**src/rtl/lsu_cfg.svh**
```systemverilog
// Sizes assume a 32-bit data word, a power-of-two memory depth and a word-aligned region base
`ifndef LSU_CFG_SVH
`define LSU_CFG_SVH

//////////////////////////////////////////////////////////////////////
// Datapath
//////////////////////////////////////////////////////////////////////

// Width of data and address words
`define LSU_XLEN 32

//////////////////////////////////////////////////////////////////////
// Data memory region
//////////////////////////////////////////////////////////////////////

// Words held by the on-chip data memory
`define LSU_MEM_WORDS 256

// Byte address of the first word; the region spans 4 * LSU_MEM_WORDS bytes
`define LSU_MEM_BASE 32'h0000_1000

//////////////////////////////////////////////////////////////////////
// Response tracking
//////////////////////////////////////////////////////////////////////

// Loads and faults that may be in flight past the memory
`define LSU_ATTR_DEPTH 2

`endif
```
**src/rtl/lsu_pkg.sv**
```systemverilog
// Shared types for the load/store unit; response word layout assumes LSU_XLEN of 32
`include "lsu_cfg.svh"

package lsu_pkg;

    // Word address width of the data memory
    localparam int MEM_AW = $clog2(`LSU_MEM_WORDS);

    //////////////////////////////////////////////////////////////////////
    // Encodings
    //////////////////////////////////////////////////////////////////////

    // Low two bits of the RISC-V load/store funct3
    typedef enum logic [1:0] {
        SIZE_B = 2'b00,
        SIZE_H = 2'b01,
        SIZE_W = 2'b10
    } size_t;

    // Stores share one code for misaligned and out-of-range
    typedef enum logic [1:0] {
        FAULT_NONE         = 2'b00,
        FAULT_LD_MISALIGN  = 2'b01,
        FAULT_LD_ACCESS    = 2'b10,
        FAULT_ST           = 2'b11
    } fault_t;

    //////////////////////////////////////////////////////////////////////
    // Transfers
    //////////////////////////////////////////////////////////////////////

    typedef struct packed {
        logic [`LSU_XLEN-1:0] base;
        logic signed [11:0]   offset;
        logic [`LSU_XLEN-1:0] wdata;
        size_t                size;
        logic                 is_store;
        logic                 is_unsigned;
        logic [3:0]           tag;
    } lsu_req_t;

    // Store data already sits in its byte lanes
    typedef struct packed {
        logic [MEM_AW-1:0]    word_addr;
        logic [3:0]           be;
        logic [`LSU_XLEN-1:0] wdata;
        logic                 is_store;
        fault_t               fault;
        logic [`LSU_XLEN-1:0] tval;
    } mem_op_t;

    typedef struct packed {
        logic [3:0] tag;
        logic [1:0] byte_off;
        size_t      size;
        logic       is_unsigned;
        fault_t     fault;
    } load_attr_t;

    // Fault view of the response word, code in the top bits
    typedef struct packed {
        fault_t               code;
        logic [`LSU_XLEN-3:0] tval_hi;
    } fault_info_t;

    typedef union packed {
        logic [`LSU_XLEN-1:0] data;
        fault_info_t          fault;
    } resp_word_u;

    typedef struct packed {
        logic [3:0] tag;
        logic       is_fault;
        resp_word_u word;
    } lsu_resp_t;

endpackage

```
**src/rtl/lsu_load_return.sv**
```systemverilog
// In-order return of loads and faults; both queues share one read pointer and LSU_ATTR_DEPTH
`include "lsu_cfg.svh"

module lsu_load_return (
    input  logic                clk,
    input  logic                rst,

    input  logic                attr_push,
    input  lsu_pkg::load_attr_t attr_in,
    output logic                attr_full,

    input  logic                rdata_valid,
    input  lsu_pkg::resp_word_u rdata,

    output lsu_pkg::lsu_resp_t  resp,
    output logic                resp_valid,
    input  logic                resp_ready
);

    localparam int DEPTH = `LSU_ATTR_DEPTH;
    localparam int PW    = (DEPTH > 1) ? $clog2(DEPTH) : 1;
    localparam int CW    = $clog2(DEPTH + 1);

    lsu_pkg::load_attr_t attr_q [DEPTH];
    lsu_pkg::resp_word_u data_q [DEPTH];

    logic [PW-1:0]        attr_wr_ptr;
    logic [PW-1:0]        data_wr_ptr;
    logic [PW-1:0]        rd_ptr;
    logic [CW-1:0]        attr_cnt;
    logic [CW-1:0]        data_cnt;
    logic                 pop;
    lsu_pkg::load_attr_t  head_attr;
    lsu_pkg::resp_word_u  head_word;
    logic [7:0]           byte_lane;
    logic [15:0]          half_lane;
    logic                 sign_b;
    logic                 sign_h;
    logic [`LSU_XLEN-1:0] load_data;

    function automatic logic [PW-1:0] next_ptr(input logic [PW-1:0] p);
        if (p == PW'(DEPTH - 1)) begin
            return '0;
        end
        return p + 1'b1;
    endfunction

    //////////////////////////////////////////////////////////////////////
    // Attribute FIFO and read-data queue
    //////////////////////////////////////////////////////////////////////

    // Attribute count is the credit towards the memory
    assign attr_full = attr_cnt == CW'(DEPTH);
    assign pop       = resp_valid && resp_ready;

    always_ff @(posedge clk) begin
        if (rst) begin
            attr_wr_ptr <= '0;
            data_wr_ptr <= '0;
            rd_ptr      <= '0;
            attr_cnt    <= '0;
            data_cnt    <= '0;
        end else begin
            if (attr_push) begin
                attr_wr_ptr <= next_ptr(attr_wr_ptr);
            end
            if (rdata_valid) begin
                data_wr_ptr <= next_ptr(data_wr_ptr);
            end
            if (pop) begin
                rd_ptr <= next_ptr(rd_ptr);
            end
            attr_cnt <= attr_cnt + CW'(attr_push) - CW'(pop);
            data_cnt <= data_cnt + CW'(rdata_valid) - CW'(pop);
        end
    end

    always_ff @(posedge clk) begin
        if (attr_push) begin
            attr_q[attr_wr_ptr] <= attr_in;
        end
        if (rdata_valid) begin
            data_q[data_wr_ptr] <= rdata;
        end
    end

    //////////////////////////////////////////////////////////////////////
    // Head entry alignment
    //////////////////////////////////////////////////////////////////////

    // Empty queue means the head word is arriving this cycle
    assign head_attr = attr_q[rd_ptr];
    assign head_word = (data_cnt == '0) ? rdata : data_q[rd_ptr];

    assign byte_lane = head_word.data[8*head_attr.byte_off +: 8];
    assign half_lane = head_word.data[16*head_attr.byte_off[1] +: 16];
    assign sign_b    = !head_attr.is_unsigned && byte_lane[7];
    assign sign_h    = !head_attr.is_unsigned && half_lane[15];

    always_comb begin
        case (head_attr.size)
            lsu_pkg::SIZE_B: load_data = {{(`LSU_XLEN-8){sign_b}}, byte_lane};
            lsu_pkg::SIZE_H: load_data = {{(`LSU_XLEN-16){sign_h}}, half_lane};
            default:         load_data = head_word.data;
        endcase
    end

    //////////////////////////////////////////////////////////////////////
    // Response
    //////////////////////////////////////////////////////////////////////

    assign resp_valid = (data_cnt != '0) || rdata_valid;

    always_comb begin
        resp.tag      = head_attr.tag;
        resp.is_fault = head_attr.fault != lsu_pkg::FAULT_NONE;
        if (resp.is_fault) begin
            // Fault info travels unchanged
            resp.word = head_word;
        end else begin
            resp.word.data = load_data;
        end
    end

endmodule

```
**config.mk**
```make
export PLATFORM = sky130hd
export DESIGN_NAME = lsu_load_return
export DESIGN_NICKNAME = d
export VERILOG_FILES = /design/src/rtl/lsu_pkg.sv /design/src/rtl/lsu_load_return.sv
export VERILOG_INCLUDE_DIRS = /design/src /design/src/rtl
export SDC_FILE = /design/constraint.sdc
export NUM_CORES = 1
export LEC_CHECK = 0
export ABC_AREA = 1
export BUFFER_PORTS_ARGS = -buffer_cell sky130_fd_sc_hd__buf_2
export CORE_MARGIN = 3
export CORE_UTILIZATION = 40
export DETAILED_ROUTE_END_ITERATION = 10
export PLACE_DENSITY = 0.69
export SYNTH_ARGS = -nofsm -noshare
export SYNTH_HDL_FRONTEND = slang
export SYNTH_SLANG_ARGS = --single-unit
```
**constraint.sdc**
```tcl
create_clock -name clk -period 3.7 [get_ports clk]
set_input_delay 0.37 -clock clk [delete_from_list [all_inputs] [get_ports clk]]
set_output_delay 0.37 -clock clk [all_outputs]
set_load 0.005 [all_outputs]
```
; ---- After elaboration in Yosys (flattened, before gate mapping)
; Memories as Yosys holds them, arrays and structs flattened. A register that Yosys moved wholly into a read port is not among the register bits.
; Cells that the tools add are included.
[totals]
regBits = 7
latch_bits = 0
ram_bits = 86
rom_bits = 0
in_bits = 48
out_inout_bits = 39
elab_cells = 53
memories = 2
[op_classes]
add_sub_neg = 7
n_mul = 0
n_div = 0
magnitude_cmp = 0
eq_ne = 2
shift = 2
n_mux = 26
bitwise = 0
reduce_logical = 9
[memory_table]
columns = name, depth, width, rd, rd_clocked_by_memory_dff, wr, line_no
row1 = data_q, 2, 32, 1, 1, 1, lsu_load_return.sv:25  ; lsu_pkg::resp_word_u data_q [DEPTH];
row2 = attr_q, 2, 11, 1, 1, 1, lsu_load_return.sv:24  ; lsu_pkg::load_attr_t attr_q [DEPTH];
[ops]
columns = cell, n
row1 = 32-bit 2-to-1 mux, 2
row2 = 32-bit case mux with 2 select lines, 1
row3 = 32-bit by 6-bit variable part select with 16-bit output, 1
row4 = 32-bit by 6-bit variable part select with 8-bit output, 1
row5 = 1-bit 2-to-1 mux, 23
row6 = 2-bit by 1-bit adder with 2-bit output, 2
row7 = 2-bit zero test, 2
row8 = 2-bit nonzero test, 2
row9 = 2-bit by 1-bit subtractor with 2-bit output, 2
row10 = "1-bit adder, second input constant", 3
row11 = 1-bit logical AND, 3
row12 = "2-bit by 1-bit == test with 1-bit output, second input constant", 1
row13 = "2-bit == test, second input constant", 1
row14 = 1-bit zero test, 1
row15 = 1-bit logical OR, 1

; ---- Logic depth before layout (Yosys ltp)
[logic_depth]
word_depth = 8
ltp_mapped = 14
ltp_nobuf = 11

; ---- Worst setup path before layout
; No wires, ideal clock.
[synth_path]
kind = input to register
from = input port rdata_valid
to = memory data_q[0][0] (netlist name) (enable)
arrival_time_ns = 1.773
t_required_ns = 3.278
setup_slack_ns = 1.506
cell_stages = 2
path_buffers = 0
cell_sequence = inv_1 nor2_1
[synth_via]
elab_chain_len = 2
[synth_lines]
columns = element, line_no
row1 = from (decl), lsu_load_return.sv:12  ; input logic rdata_valid,
row2 = 1-bit 2-to-1 mux, lsu_load_return.sv:82  ; if (rdata_valid) begin
row3 = 1-bit 2-to-1 mux (not written as such), lsu_load_return.sv:83  ; data_q[data_wr_ptr] <= rdata;
row4 = to (decl), lsu_load_return.sv:25
; No other way between the ends.

==> run summary <==
status: finished, final reports clean
vias per inst: 5.104
post-DP HPWL: 7774 microns
antenna violations before repair: 0
Combinational Power Share: 35.3%
uppermost layer routed: met4
Worst path slowest cell: buf_4
Avg Inst Size Synth: 9.644 sq um
r2r worst-path depth: 10
CTS clk-pin slew, worst paths: 0.07 ns
Leak: 2.420 nW
HP Start: attr_in[2]
die area: 13310 sq um
largest net degree at the start of global routing: 55
RR Endpoint: data_cnt[1]
buffer and inverter count on the worst path: 3
Yosys warnings: 0
Tcrit/Tclk final: 82.34%
power density over the cells: 590.8 nW/um^2
MaxCap Viol Count: 0
core area: 11560 sq um
register area share after synthesis: 57.34%
Main synth FF type: edfxtp_1
vias in the first global route: 3502
final WL: 10890 microns
clk_lat worst skew: 0.34 ns
Net Sw Power: 1.157 mW
P_int: 2.134 mW
routability cong.: 0.8175
clock power share: 26.5%
synthesized flop and latch total: 94
1st-iter DRT viols: 299
Switching Fraction: 35.15%
antenna fix cells: 0
first-pass GRT wire length: 17570 microns
register-to-register setup slack: 1.65 ns
FFs w/ async S/R, synth: 0%
final worst path period need: 3.047 ns
top cell type's share of synthesized area: 53.99%
Final Hold Vio Count: 0
RSZ-0062 raised after global routing: no
synthesized cell area: 4783 sq um
worst reg2reg path startpoint: data_cnt[1]
Ports: 87
CP Max Fanout: 43
maximum clock frequency: 0.3282 GHz
I/O Buffers: 86
clock tree root buffer cell: clkbuf_16
DR WL/cell: 15.06 microns
Layout area overhead: 16.43%
number of flops mapped to enable cells by yosys: 86
crit-path leading delay family: simple AND/OR/NAND/NOR gates
# nets final: 627
# rows: 39
peak supply drop: 0.3082 mV
CTS Hold Buffers Added: 0
Global Route Usage Sum: 16.91%
Die Width: 115.4 microns
syn_nets: 548
TritonCTS clock tree: built
antenna-violating nets left: 0
Congestion Overflow GR: 0
DR vias: 3690
max incr delay on CP: 0.44 ns
critical path class: register to output pin
CTS sink cnt: 94
count leader, synth: nand2_1
height of the die: 115.4 microns
accumulated negative setup slack: 0 ns
CP arrival: 2.68 ns
clk_skew: 0.007468 ns
largest area contributor in the netlist: edfxtp_1
WL met1: 4655 microns
Hold Path Depth: 1
top post-synthesis cells by count: 144 x nand2_1, 86 x edfxtp_1, 45 x inv_1
worst slew pin tran: 0.9072 ns
Synth cell types: 36
metal2 WL: 5272 microns
number of remaining DRC errors: 0
HP Class: input port to register
final count of pins violating max slew: 0
# resized after CTS: 0
Data required, critical path: 3.33 ns
CP Cell Sequence: buf_4 > nand2_1 > nand2_2 > nand2_4 > inv_1 > nand2_1 > nand2_4 > nor2_1 > buf_2
Max clock buf depth: 2
CTS HTree Levels: 3
Hold EP: attr_q[0][2]
layout cells sized above 1: 24.66%
top post-synthesis cells by area: edfxtp_1 54%, nand2_1 11%, nand3_1 4.1%
First-pass DRT Iterations: 5
Initial Util: 41.36%
max_slew headroom: 39.31%
crit path launch type: register
hold_ws: 0.2159 ns
Sequential Power Share: 38.3%
final count of negative-setup-slack endpoints: 0
Mapped Cells: 496
TritonCTS buffer count: 9
CP Capture Type: output pin
WL met3: 834 microns
Setup Buffers After CTS: 0
## power by group through the flow
stage	logic (mW)	clock network (mW)	registers [mW]
after detailed placement	1.17	0	1.28
after global placement	1.15	0	1.28
after floorplan	0.789	0	1.28
after global routing	1.31	0.940	1.27
final	1.16	0.871	1.26
after CTS	1.17	0.888	1.26
## logic make-up (layout without fill, tap and decap cells)
family                     after synthesis  in the layout  share of synthesized area, %
DFF                                     94             94                         57.34
buffers and inverters                   71            155                         7.036
adders and majority gates                4              4                         1.046
and+or+nand+nor                        241            241                         23.49
AOI/OAI and AO/OA                       84             84                         10.72
xor gates and xnor gates                 2              2                        0.3663
## sequential cells by signal, indices dropped and copies added (netlist names), named ones only
name,count
attr_cnt,2
attr_q,22
attr_wr_ptr,1
data_cnt,2
data_q,64
data_wr_ptr,1
rd_ptr,1
## cell type report
class                      instances  area [sq um]
clock buffer                      10         229.0
clock inverter                     6         52.55
fill                            1079          5996
inverter                          47         183.9
multi-input combinational        331          1707
sequential                        94          2743
tap                              143         178.9
timing repair buffer              92         475.5
## metal layers
layer / up-vias / global-route usage, %
met5: - / 0
li1: 1831 / -
met1: 1709 / 22.20
met2: 141 / 29.05
met3: 9 / 3.421
met4: 0 / 3.678
## through the flow
step                cells  worst slack [ns]  utilization, %  total power, mW  instance area [sq um]
floorplan             496             1.506               -            2.066                   4783
global placement      707             1.053           45.72            2.433                   5288
CTS                   723            0.6200           48.16            3.320                   5569
detailed placement    707            0.9920           45.72            2.451                   5288
finish                723            0.6534           48.16            3.290                   5569
global route          723            0.3057           48.16            3.518                   5569
## worst max path at each step
stage                 from      endpoint  cells after the start
2_1_floorplan  rdata_valid  data_q[0][0]                      2
3_3_place_gp   data_cnt[1]      resp[16]                     12
3_5_place_dp      register      resp[20]                      9
4_1_cts           register      resp[20]                      9
5_1_grt        data_cnt[1]      resp[10]                      7
6_report          register      resp[31]                      9
## placed cells by master, fill, tap and decap left out, types with 2 or more instances in the layout
cell / Yosys / routed
nand2_1: 144 / 144
edfxtp_1: 86 / 86
buf_2: 10 / 86
inv_1: 45 / 45
nand3_1: 39 / 39
o21ai_0: 36 / 36
nor2_1: 21 / 20
a21oi_1: 17 / 17
o211ai_1: 15 / 15
clkbuf_16: 0 / 9
dfxtp_1: 8 / 8
a21boi_0: 7 / 7
nor2_2: 5 / 6
nand2_2: 6 / 6
nor2_4: 6 / 6
or2_2: 6 / 6
buf_4: 3 / 6
nand2_4: 5 / 5
o21a_1: 5 / 5
ha_1: 4 / 4
inv_6: 0 / 3
inv_8: 1 / 2
or2_1: 2 / 2
nor3_1: 2 / 2
xor2_1: 2 / 2
nor3b_1: 2 / 2
clkinvlp_4: 0 / 2
Note: power is estimated with default switching activity, not from simulation.
