==> config.mk <==
export PLATFORM = sky130hd
export DESIGN_NAME = lsu_issue
export DESIGN_NICKNAME = d
export VERILOG_FILES = /design/src/rtl/lsu_pkg.sv /design/src/rtl/lsu_issue.sv
export VERILOG_INCLUDE_DIRS = /design/src /design/src/rtl
export SDC_FILE = /design/constraint.sdc
export NUM_CORES = 1
export LEC_CHECK = 0
export ABC_AREA = 1
export BUFFER_PORTS_ARGS = -buffer_cell sky130_fd_sc_hd__buf_2
export CORE_AREA = 2 2 140 142
export DETAILED_ROUTE_END_ITERATION = 12
export DIE_AREA = 0 0 142 144
export PLACE_DENSITY = 0.53
export SYNTH_ARGS = -nofsm -noshare
export SYNTH_HDL_FRONTEND = slang
export SYNTH_SLANG_ARGS = --single-unit
==> constraint.sdc <==
create_clock -name clk -period 8.9 [get_ports clk]
set_clock_uncertainty 0.2 [all_clocks]
set_input_delay 1.78 -clock clk [delete_from_list [all_inputs] [get_ports clk]]
set_output_delay 1.78 -clock clk [all_outputs]
set_load 0.03 [all_outputs]
==> src/rtl/lsu_cfg.svh <==
// Sizes assume a 32-bit data word, a power-of-two memory depth and a word-aligned region base
`ifndef LSU_CFG_SVH
`define LSU_CFG_SVH

//////////////////////////////////////////////////////////////////////
// Datapath
//////////////////////////////////////////////////////////////////////

// Width of data and address words
`define LSU_XLEN 32

//////////////////////////////////////////////////////////////////////
// Data memory region
//////////////////////////////////////////////////////////////////////

// Words held by the on-chip data memory
`define LSU_MEM_WORDS 256

// Byte address of the first word; the region spans 4 * LSU_MEM_WORDS bytes
`define LSU_MEM_BASE 32'h0000_1000

//////////////////////////////////////////////////////////////////////
// Response tracking
//////////////////////////////////////////////////////////////////////

// Loads and faults that may be in flight past the memory
`define LSU_ATTR_DEPTH 2

`endif
==> src/rtl/lsu_pkg.sv <==
// Shared types for the load/store unit; response word layout assumes LSU_XLEN of 32
`include "lsu_cfg.svh"

package lsu_pkg;

    // Word address width of the data memory
    localparam int MEM_AW = $clog2(`LSU_MEM_WORDS);

    //////////////////////////////////////////////////////////////////////
    // Encodings
    //////////////////////////////////////////////////////////////////////

    // Low two bits of the RISC-V load/store funct3
    typedef enum logic [1:0] {
        SIZE_B = 2'b00,
        SIZE_H = 2'b01,
        SIZE_W = 2'b10
    } size_t;

    // Stores share one code for misaligned and out-of-range
    typedef enum logic [1:0] {
        FAULT_NONE         = 2'b00,
        FAULT_LD_MISALIGN  = 2'b01,
        FAULT_LD_ACCESS    = 2'b10,
        FAULT_ST           = 2'b11
    } fault_t;

    //////////////////////////////////////////////////////////////////////
    // Transfers
    //////////////////////////////////////////////////////////////////////

    typedef struct packed {
        logic [`LSU_XLEN-1:0] base;
        logic signed [11:0]   offset;
        logic [`LSU_XLEN-1:0] wdata;
        size_t                size;
        logic                 is_store;
        logic                 is_unsigned;
        logic [3:0]           tag;
    } lsu_req_t;

    // Store data already sits in its byte lanes
    typedef struct packed {
        logic [MEM_AW-1:0]    word_addr;
        logic [3:0]           be;
        logic [`LSU_XLEN-1:0] wdata;
        logic                 is_store;
        fault_t               fault;
        logic [`LSU_XLEN-1:0] tval;
    } mem_op_t;

    typedef struct packed {
        logic [3:0] tag;
        logic [1:0] byte_off;
        size_t      size;
        logic       is_unsigned;
        fault_t     fault;
    } load_attr_t;

    // Fault view of the response word, code in the top bits
    typedef struct packed {
        fault_t               code;
        logic [`LSU_XLEN-3:0] tval_hi;
    } fault_info_t;

    typedef union packed {
        logic [`LSU_XLEN-1:0] data;
        fault_info_t          fault;
    } resp_word_u;

    typedef struct packed {
        logic [3:0] tag;
        logic       is_fault;
        resp_word_u word;
    } lsu_resp_t;

endpackage

==> src/rtl/lsu_issue.sv <==
// Offset is the 12-bit immediate; misalignment takes priority over a range fault on loads
`include "lsu_cfg.svh"

module lsu_issue (
    input  logic                clk,
    input  logic                rst,

    input  lsu_pkg::lsu_req_t   req,
    input  logic                req_valid,
    output logic                req_ready,

    output lsu_pkg::mem_op_t    op,
    output logic                op_valid,
    output lsu_pkg::load_attr_t attr,
    input  logic                op_ready
);

    localparam logic [`LSU_XLEN-1:0] REGION_BYTES = `LSU_XLEN'(4 * `LSU_MEM_WORDS);

    logic [`LSU_XLEN-1:0] ea;
    logic [`LSU_XLEN-1:0] region_off;
    logic                 misaligned;
    logic                 out_of_range;
    lsu_pkg::fault_t      fault;
    logic [3:0]           size_be;
    logic                 accept;
    lsu_pkg::mem_op_t     op_d;
    lsu_pkg::load_attr_t  attr_d;

    //////////////////////////////////////////////////////////////////////
    // Address generation and checks
    //////////////////////////////////////////////////////////////////////

    assign ea = req.base + {{(`LSU_XLEN-12){req.offset[11]}}, req.offset};

    // Single unsigned compare also catches addresses below the base
    assign region_off   = ea - `LSU_MEM_BASE;
    assign out_of_range = region_off >= REGION_BYTES;

    always_comb begin
        case (req.size)
            lsu_pkg::SIZE_B: misaligned = 1'b0;
            lsu_pkg::SIZE_H: misaligned = ea[0];
            default:         misaligned = |ea[1:0];
        endcase
    end

    always_comb begin
        if (req.is_store && (misaligned || out_of_range)) begin
            fault = lsu_pkg::FAULT_ST;
        end else if (misaligned) begin
            fault = lsu_pkg::FAULT_LD_MISALIGN;
        end else if (out_of_range) begin
            fault = lsu_pkg::FAULT_LD_ACCESS;
        end else begin
            fault = lsu_pkg::FAULT_NONE;
        end
    end

    //////////////////////////////////////////////////////////////////////
    // Byte lanes
    //////////////////////////////////////////////////////////////////////

    always_comb begin
        case (req.size)
            lsu_pkg::SIZE_B: size_be = 4'b0001;
            lsu_pkg::SIZE_H: size_be = 4'b0011;
            default:         size_be = 4'b1111;
        endcase
    end

    always_comb begin
        op_d.word_addr = region_off[lsu_pkg::MEM_AW+1:2];
        // No lanes enabled for an access that must not reach memory
        op_d.be        = (fault == lsu_pkg::FAULT_NONE) ? (size_be << ea[1:0]) : 4'b0000;
        op_d.wdata     = req.wdata << {ea[1:0], 3'b000};
        op_d.is_store  = req.is_store;
        op_d.fault     = fault;
        op_d.tval      = ea;

        attr_d.tag         = req.tag;
        attr_d.byte_off    = ea[1:0];
        attr_d.size        = req.size;
        attr_d.is_unsigned = req.is_unsigned;
        attr_d.fault       = fault;
    end

    //////////////////////////////////////////////////////////////////////
    // Request register
    //////////////////////////////////////////////////////////////////////

    assign req_ready = !op_valid || op_ready;
    assign accept    = req_valid && req_ready;

    always_ff @(posedge clk) begin
        if (rst) begin
            op_valid <= 1'b0;
        end else if (accept) begin
            op_valid <= 1'b1;
        end else if (op_ready) begin
            op_valid <= 1'b0;
        end
    end

    always_ff @(posedge clk) begin
        if (accept) begin
            op   <= op_d;
            attr <= attr_d;
        end
    end

endmodule

# Word-level counts from Yosys, hierarchy flattened
# Cells that the tools add are included.
# word_totals
elab_cells,33
ff_bits,89
# op_classes
magnitude_cmp,1
shifts,2
n_addsub,2
n_reduce_logical,9
n_eq_ne,1
mux,7
# op_table
operator,count
$add 32x32->32,1
$ge 32x11->1 const B,1
$shl 32x5->32,1
$sub 32x13->32 const B,1
$pmux 4 s2,1
$mux 2,3
$logic_not 2->1,2
$shl 4x2->4,1
$eq 2x1->1 const B,1
$logic_and 1x1->1,2
$logic_or 1x1->1,2
$mux 1,2
$pmux 1 s2,1
$reduce_bool 2->1,1
$reduce_or 2->1,1
$logic_not 1->1,1

# Depth between registers and ports, before layout
# Gate-level depths: netlist of run 1.
# logic_depth
ltp_word,7
ltp_mapped,23

# Worst setup path after synthesis of run 1
# OpenSTA, ideal clock, no wires.
# synth_path
kind,input port to flip-flop
from,input port req_valid
to,"register attr[0] in the netlist's numbering, enable pin"
setup_slack_ps,2563
t_arrival_ps,5597
path_stages,2
setup_ps,540
path_cell_list,inv_1 a21oi_1
# synth_via
elab_chain_cells,1
# synth_lines
item,line,text
"start, declared",lsu_issue.sv:9,"input logic req_valid,"
$logic_and 1x1->1,lsu_issue.sv:93,assign accept = req_valid && req_ready;
via accept,lsu_issue.sv:26,logic accept;
"end signal, assigned",lsu_issue.sv:108,attr <= attr_d;
"end, declared",lsu_issue.sv:14,"output lsu_pkg::load_attr_t attr,"
# The timed path passes the listed nets, and every way through them passes these cells.
# A chain may end at the register's enable or synchronous reset.

# Worst setup path after layout of run 1
# layout_path
from,input port req[40] in the netlist's numbering
to,register attr[1] in the netlist's numbering (data pin)
# layout_via
elab_chain_cells,6
elab_cells_between_ends,10
classes_between,add/sub (2); order compare (1); mux (4); reduce/logical (3)
# layout_lines
item,line,text
"start, declared",lsu_issue.sv:8,"input lsu_pkg::lsu_req_t req,"
$add 32x32->32 *,lsu_issue.sv:34,"assign ea = req.base + {{(`LSU_XLEN-12){req.offset[11]}}, req.offset};"
via ea[0],lsu_issue.sv:20,logic [`LSU_XLEN-1:0] ea;
$sub 32x13->32 (no source line) or $reduce_or 2->1 (tied branches),n/a,
$ge 32x11->1 or $pmux 1 s2 (tied branches),"lsu_issue.sv:38, lsu_issue.sv:41",
$mux 2 or $logic_or 1x1->1 (tied branches),"lsu_issue.sv:53, lsu_issue.sv:49",
$mux 2 or $logic_and 1x1->1 (tied branches),"lsu_issue.sv:51, lsu_issue.sv:49",
$mux 2 *,lsu_issue.sv:49,if (req.is_store && (misaligned || out_of_range)) begin
via fault[1],lsu_issue.sv:24,lsu_pkg::fault_t fault;
# The timed path passes the listed nets; every way through them passes the cells marked *.

==> results of run 1 <==
==> through the flow <==
stage,utilization,cell area [sq um]
finish,0.406,7740
global route,0.406,7740
CTS,0.406,7740
detailed placement,0.389,7410
global placement,0.389,7410
floorplan,-,6330
==> cell families after synthesis <==
| family | after synthesis | share of synthesized area |
|---|---|---|
| muxes | 3 | 0.00474 |
| adders and majority gates | 32 | 0.0644 |
| xor gates and xnor gates | 9 | 0.0125 |
| DFF | 79 | 0.373 |
| buffers and inverters | 187 | 0.119 |
| AOI/OAI and AO/OA | 78 | 0.0700 |
| and+or+nand+nor | 497 | 0.357 |
==> placed cells by master, fill, tap and decap left out, types with 2 or more instances in the layout <==
cell type  count
mux2i_1        3
nand2_1      290
inv_1        146
inv_2         12
buf_2        179
a21oi_2        2
ha_1          31
nand2_2       33
buf_4          3
nor3_1         8
nand4_1       18
o21bai_1       3
bufinv_16      2
nor2_1        67
clkinv_1       4
clkbuf_16      9
o31ai_1        4
a21boi_0       2
a22oi_1        6
nor2_4         8
o21ai_0       19
a21oi_1       38
xor2_1         8
edfxtp_1      78
o32ai_1        2
nand3_1       40
and2_1         3
nor2_2        11
nand3b_1       3
clkinv_4       2
nand3_2       10
==> cell type report <==
type | count | area share
clock buffer | 11 | 0.0314
clock inverter | 5 | 0.0107
inverter | 162 | 0.0786
multi-input combinational | 619 | 0.417
sequential | 79 | 0.305
tap | 238 | 0.0385
timing repair buffer | 182 | 0.119
==> sequential cells by signal (all words and copies together), names as in the netlist <==
register,flops
op_valid,1
attr,9
op,69
==> worst reg2reg max path: cells and delay by family, from the launching register on <==
| family | cells | cell delay, ps |
|---|---|---|
| compound gates | 1 | 780 |
| buf+inv | 1 | 680 |
| flops | 1 | 340 |
==> power breakdown <==
part	total, mW	switching, mW	internal [mW]
Sequential	0.473	0.0110	0.462
Combinational	0.461	0.326	0.135
Clock	0.403	0.149	0.254
==> per-layer routing <==
metal	up-vias	wire length, um
li1	3132	-
met1	2671	8220
met2	176	8220
met3	24	931
met4	0	451
met5	-	0
==> path summary, 6_finish.rpt <==
path,startpoint,to,depth (start not counted)
worst max-delay path,req[40],attr[1]$_DFFE_PP_,17
worst min-delay path,op_valid$_SDFFE_PP0P_,op_valid$_SDFFE_PP0P_,2
worst max register to register,op_valid$_SDFFE_PP0P_,op[18]$_DFFE_PP_,2
worst min register to register,op_valid$_SDFFE_PP0P_,op_valid$_SDFFE_PP0P_,2
==> results by group, run 1 <==
STA
  • Achievable Freq: roughly 210 MHz
  • Slew headroom: 0.338
  • Worst-margin pin slew: 991 ps
  • Max-slew violations: 0
  • Final min period: between 4000 and 5000 ps
  • WHS: roughly 330 ps
  • Setup Viol. Count Final: 0
  • PnR worst setup slack: roughly 4200 ps
  • RSZ-0062 raised after global routing: no
  • TNS Setup: 0 ps
  • Final period utilization: 0.525
  • Count of final hold-check violations: 0

Layout
  • Fillers: between 2,000 and 2,500
  • FF+latch area: about 0.0024 sq mm
  • Area delta synth->final: 22.3%
  • Multi-input logic area: roughly 0.0032 sq mm
  • Diodes inserted: 0
  • Final Non-Filler Cells: ~1,300
  • Layout cells sized above 1: 0.263
  • Nets: 1,173

Pwr
  • Final Power: roughly 1.3 mW
  • Peak supply drop: around 0.073 mV
  • Pleak: roughly 4.0 nW
  • Power Dens Cells: between 150 and 200 mW/mm^2

Clock tree
  • H-Tree Level Count: 3
  • Clock Root Buffer: clkbuf_16
  • CTS tree: done
  • Worst-path clk slew: 60 ps
  • Number of buffers created by CTS: 9
  • # Post-CTS Setup Buffers: 0
  • Quantity of gates resized following cts: 0
  • Clock latency on the worst-skew pair: 330 ps
  • Sink Count: 79
  • Clk buf depth: 2
  • CTS hold repair buffers: 0

Synth
  • Synth top area share: 0.370
  • Sequential fraction of the synthesis area: 0.373
  • Number of synthesized flops with an enable pin: 78
  • Ys flop type: edfxtp_1
  • Mean area per synthesized cell: just over 7 sq um
  • Synth warnings: 0
  • Top cells by count, synth: nand2_1 (290), inv_1 (146), edfxtp_1 (78)
  • Synth unique cells: 40
  • Most frequent cell after synthesis: nand2_1
  • Area contributors post-synth: edfxtp_1 (37%), nand2_1 (17%), inv_1 (8.7%), ha_1 (6.1%), nor2_1 (4.0%)
  • Syn nets: ~1,000
  • Cell taking the most area after synthesis: edfxtp_1
  • Flops & latches, synth: a little under 80
  • Post-synthesis async set-or-reset flop share: 0
  • Cell area after synthesis: between 0.006 and 0.007 sq mm
  • Cells after Synth: roughly 900

Detailed routing
  • DRC viols: 0
  • Routed vias: approximately 6,000
  • Final wirelength: roughly 18,000 um
  • DRT iter0 DRCs: 308
  • First-pass DRT Iterations: 4
  • ANT nets after route: 0
  • Final routed wire length divided by cell count: between 10 and 15 um
  • Via density: roughly 4.6

Critical path
  • Crit end category: flip-flop
  • CP delay by family, top: simple AND/OR/NAND/NOR gates
  • CP max stage delay: 640 ps
  • Type of the worst setup path: input pin to flip-flop
  • Crit path cell chain: buf_2, ha_1, buf_4, inv_1, nor2_1, a21oi_1, nand3_1, nor2_1, nand3_1, nor2_1, nand3_1, nor2_2, nand2_1, nor2_2, nand3_2, nand2_1, inv_1
  • CP arrival: roughly 4600 ps
  • Startpoint Class: input pin
  • Reg2reg setup slack: around 6500 ps
  • Critical Path Fanout Max: 35
  • Crit path buf inv count: 4
  • CP max stage cell: inv_1
  • Crit path required time: 8800 ps

Global routing
  • M1 GR Usage: 0.224
  • Most used routing layer: met2
  • Initial antenna violation count: 0
  • Vias in the first global route: about 5,600
  • M2 GR Usage: 0.302
  • Gr usage total: 0.176
  • Largest net degree at the start of global routing: 48
  • Overflow after GRT: 0
  • Global-route wire length before repair: ~28,000 um
  • GRT met3 Usage: 0.0291

Placement
  • IO Port Bufs: around 180
  • Placer Congestion: 0.871
  • Placed Instances: 1,280
  • Pre-CTS worst setup slack: 3830 ps
  • Detailed placement HPWL: 14,900 um

Flow run
  • MaxCap Viol Count: 0

Hold path
  • Worst hold path class: flip-flop to flip-flop

Floorplan
  • Total die area: roughly 0.020 sq mm
  • Num ports: 180
  • Die Span Y: about 140 um
  • Placement Rows: about 50
  • DIE WIDTH: 142 um
  • Initial core utilization: 0.332
  • CORE AREA: about 0.019 sq mm

Status
  • Outcome: finished, final reports clean
Note: power is estimated with default switching activity, not from simulation.
==> inputs of run 2 (changes only) <==
PLACE_DENSITY = 0.56   (was 0.53)
clock period = 3.8 ns   (was 8.9 ns; I/O delays follow)
==> run 2 against run 1 <==
  * Die area unchanged
  * Highest routed layer unchanged
  * Non-clock buffer count rose by 13
  * Critical path type unchanged
  * Power grew 120%
  * Flip-flop and latch count did not move
  * Clock power is 91% higher
==> results by group, run 2 (synthesis gave the netlist of run 1 again) <==
Status
  • Outcome: finished, final reports clean

Detailed routing
  • ANT nets after route: 0
  • WL met3: 915 um
  • Met2 WL post-DR: between 8000 and 9000 um
  • First-pass DRT Iterations: 5
  • Via density: 4.55
  • DRC viols: 0
  • DRT iter0 DRCs: approximately 250
  • Max layer used: met4
  • Routed vias: ~6,000
  • Final routed wire length divided by cell count: ~13 um
  • Met1 WL: just over 8000 um
  • Final wirelength: about 18,000 um

Clock tree
  • Number of buffers created by CTS: 9
  • Clk buf depth: 2
  • H-Tree Level Count: 3
  • Quantity of gates resized following cts: 0
  • # Post-CTS Setup Buffers: 0
  • Clock Root Buffer: clkbuf_16
  • Clock latency on the worst-skew pair: 340 ps
  • CTS hold repair buffers: 0
  • Worst-path clk slew: around 60 ps
  • CTS tree: done
  • Sink Count: between 70 and 80

Hold path
  • Hold depth: 2
  • Worst hold path class: flip-flop to flip-flop
  • WHS Endpoint: op_valid$_SDFFE_PP0P_
  • Worst Hold Launch: op_valid$_SDFFE_PP0P_

STA
  • PnR worst setup slack: 356 ps
  • Count of final hold-check violations: 0
  • RSZ-0062 raised after global routing: no
  • Max-slew violations: 0
  • TNS Setup: 0 ps
  • Worst-margin pin slew: 522 ps
  • WHS: around 340 ps
  • Slew headroom: 0.652
  • Final min period: between 3000 and 4000 ps
  • Final period utilization: 0.906
  • Setup Viol. Count Final: 0
  • Achievable Freq: 290 MHz

Placement
  • Placed Instances: ~1,300
  • Post-placement cell area: approximately 0.0075 sq mm
  • Detailed placement HPWL: 14,600 um
  • Placer Congestion: between 0.8 and 0.9
  • Pre-CTS worst setup slack: -15.9 ps
  • IO Port Bufs: between 150 and 200

Global routing
  • Vias in the first global route: around 5,600
  • Overflow after GRT: 0
  • Largest net degree at the start of global routing: 79
  • Gr usage total: 0.174
  • Global-route wire length before repair: 27,600 um
  • Initial antenna violation count: 0

Floorplan
  • CORE AREA: 0.0191 sq mm
  • Die Span Y: ~140 um
  • Initial core utilization: 0.332
  • DIE WIDTH: approximately 140 um
  • Num ports: 180
  • Total die area: roughly 0.020 sq mm
  • Placement Rows: between 50 and 60

Layout
  • Fillers: roughly 2,000
  • Fin util: 0.408
  • Reg with most FFs: op
  • Commonest cells after routing, fill and taps aside: nand2_1 (290), buf_2 (179), inv_1 (146), edfxtp_1 (78), nor2_1 (67)
  • Area delta synth->final: 22.9%
  • Final Non-Filler Cells: about 1,300
  • Final instance area: roughly 0.008 sq mm
  • Commonest non-fill, non-tap cell in the layout: nand2_1
  • Layout cells sized above 1: 0.268
  • Nets: between 1,000 and 1,500
  • Diodes inserted: 0
  • Max reg flops: 69
  • Largest regs: op: 69 flops, attr: 9 flops, op_valid: 1 flops

Critical path
  • Reg2reg setup slack: 2310 ps
  • R2R cell count: 2
  • Crit end category: flip-flop
  • Critical Path Fanout Max: 16
  • Startpoint Class: input pin
  • CP arrival: between 3000 and 4000 ps
  • Crit path required time: 3700 ps
  • Worst r2r src: op_valid$_SDFFE_PP0P_
  • Type of the worst setup path: input pin to flip-flop
  • Reg2reg end: op[72]$_DFFE_PP_

Pwr
  • Peak supply drop: approximately 0.14 mV
  • Pleak: slightly above 4 nW
  • Final Power: 2.97 mW
  • Power Dens Cells: 382 mW/mm^2

Flow run
  • MaxCap Viol Count: 0
run 2: report_power, final:
part	switching (mW)	total [mW]	internal [mW]	leakage [nW]
combinational	0.766	1.10	0.334	3.17
clock	0.330	0.768	0.438	0.118
sequential	0.0233	1.10	1.08	0.766
total	1.12	2.97	1.85	4.05
run 2: routing by layer:
metal / up-vias / global-route usage
li1: 3157 / -
met2: 172 / 0.298
met4: 0 / 0.0579
met1: 2605 / 0.229
met5: - / 0
met3: 19 / 0.0225
run 2: critical path, cell delays in order:
cell and delay [ps]:
buf_2 280, ha_1 380, nand2_2 160, inv_1 50, nand2_1 70, nand2_2 70
a21oi_1 220, nand3_1 100, nand2_1 200, nand3_4 120, inv_1 90, nand2_1 50
nor2_1 180, nand3_1 100, nand2_1 70, nand2_1 60, nor2_2 150, nand3_2 120
nand2_1 80, inv_1 30
run 2: worst max-delay path by stage:
stage                         from           endpoint  slack [ps]  cells past startpoint
final                      req[51]  attr[1]$_DFFE_PP_         360                     20
after global routing       req[51]  attr[1]$_DFFE_PP_          10                     23
after floorplan           op_ready  attr[0]$_DFFE_PP_          80                      2
after global placement     req[51]  attr[1]$_DFFE_PP_          20                     19
after detailed placement   req[51]  attr[1]$_DFFE_PP_         -20                     20
after CTS                  req[51]  attr[1]$_DFFE_PP_         350                     20
run 2: layout make-up:
class                      count  area (sq um)  area share
multi-input combinational    619          3230       0.415
sequential                    79          2360       0.303
timing repair buffer         195          1030       0.132
inverter                     162           608      0.0781
tap                          238           298      0.0383
clock buffer                  12           236      0.0304
clock inverter                 4          22.5     0.00289
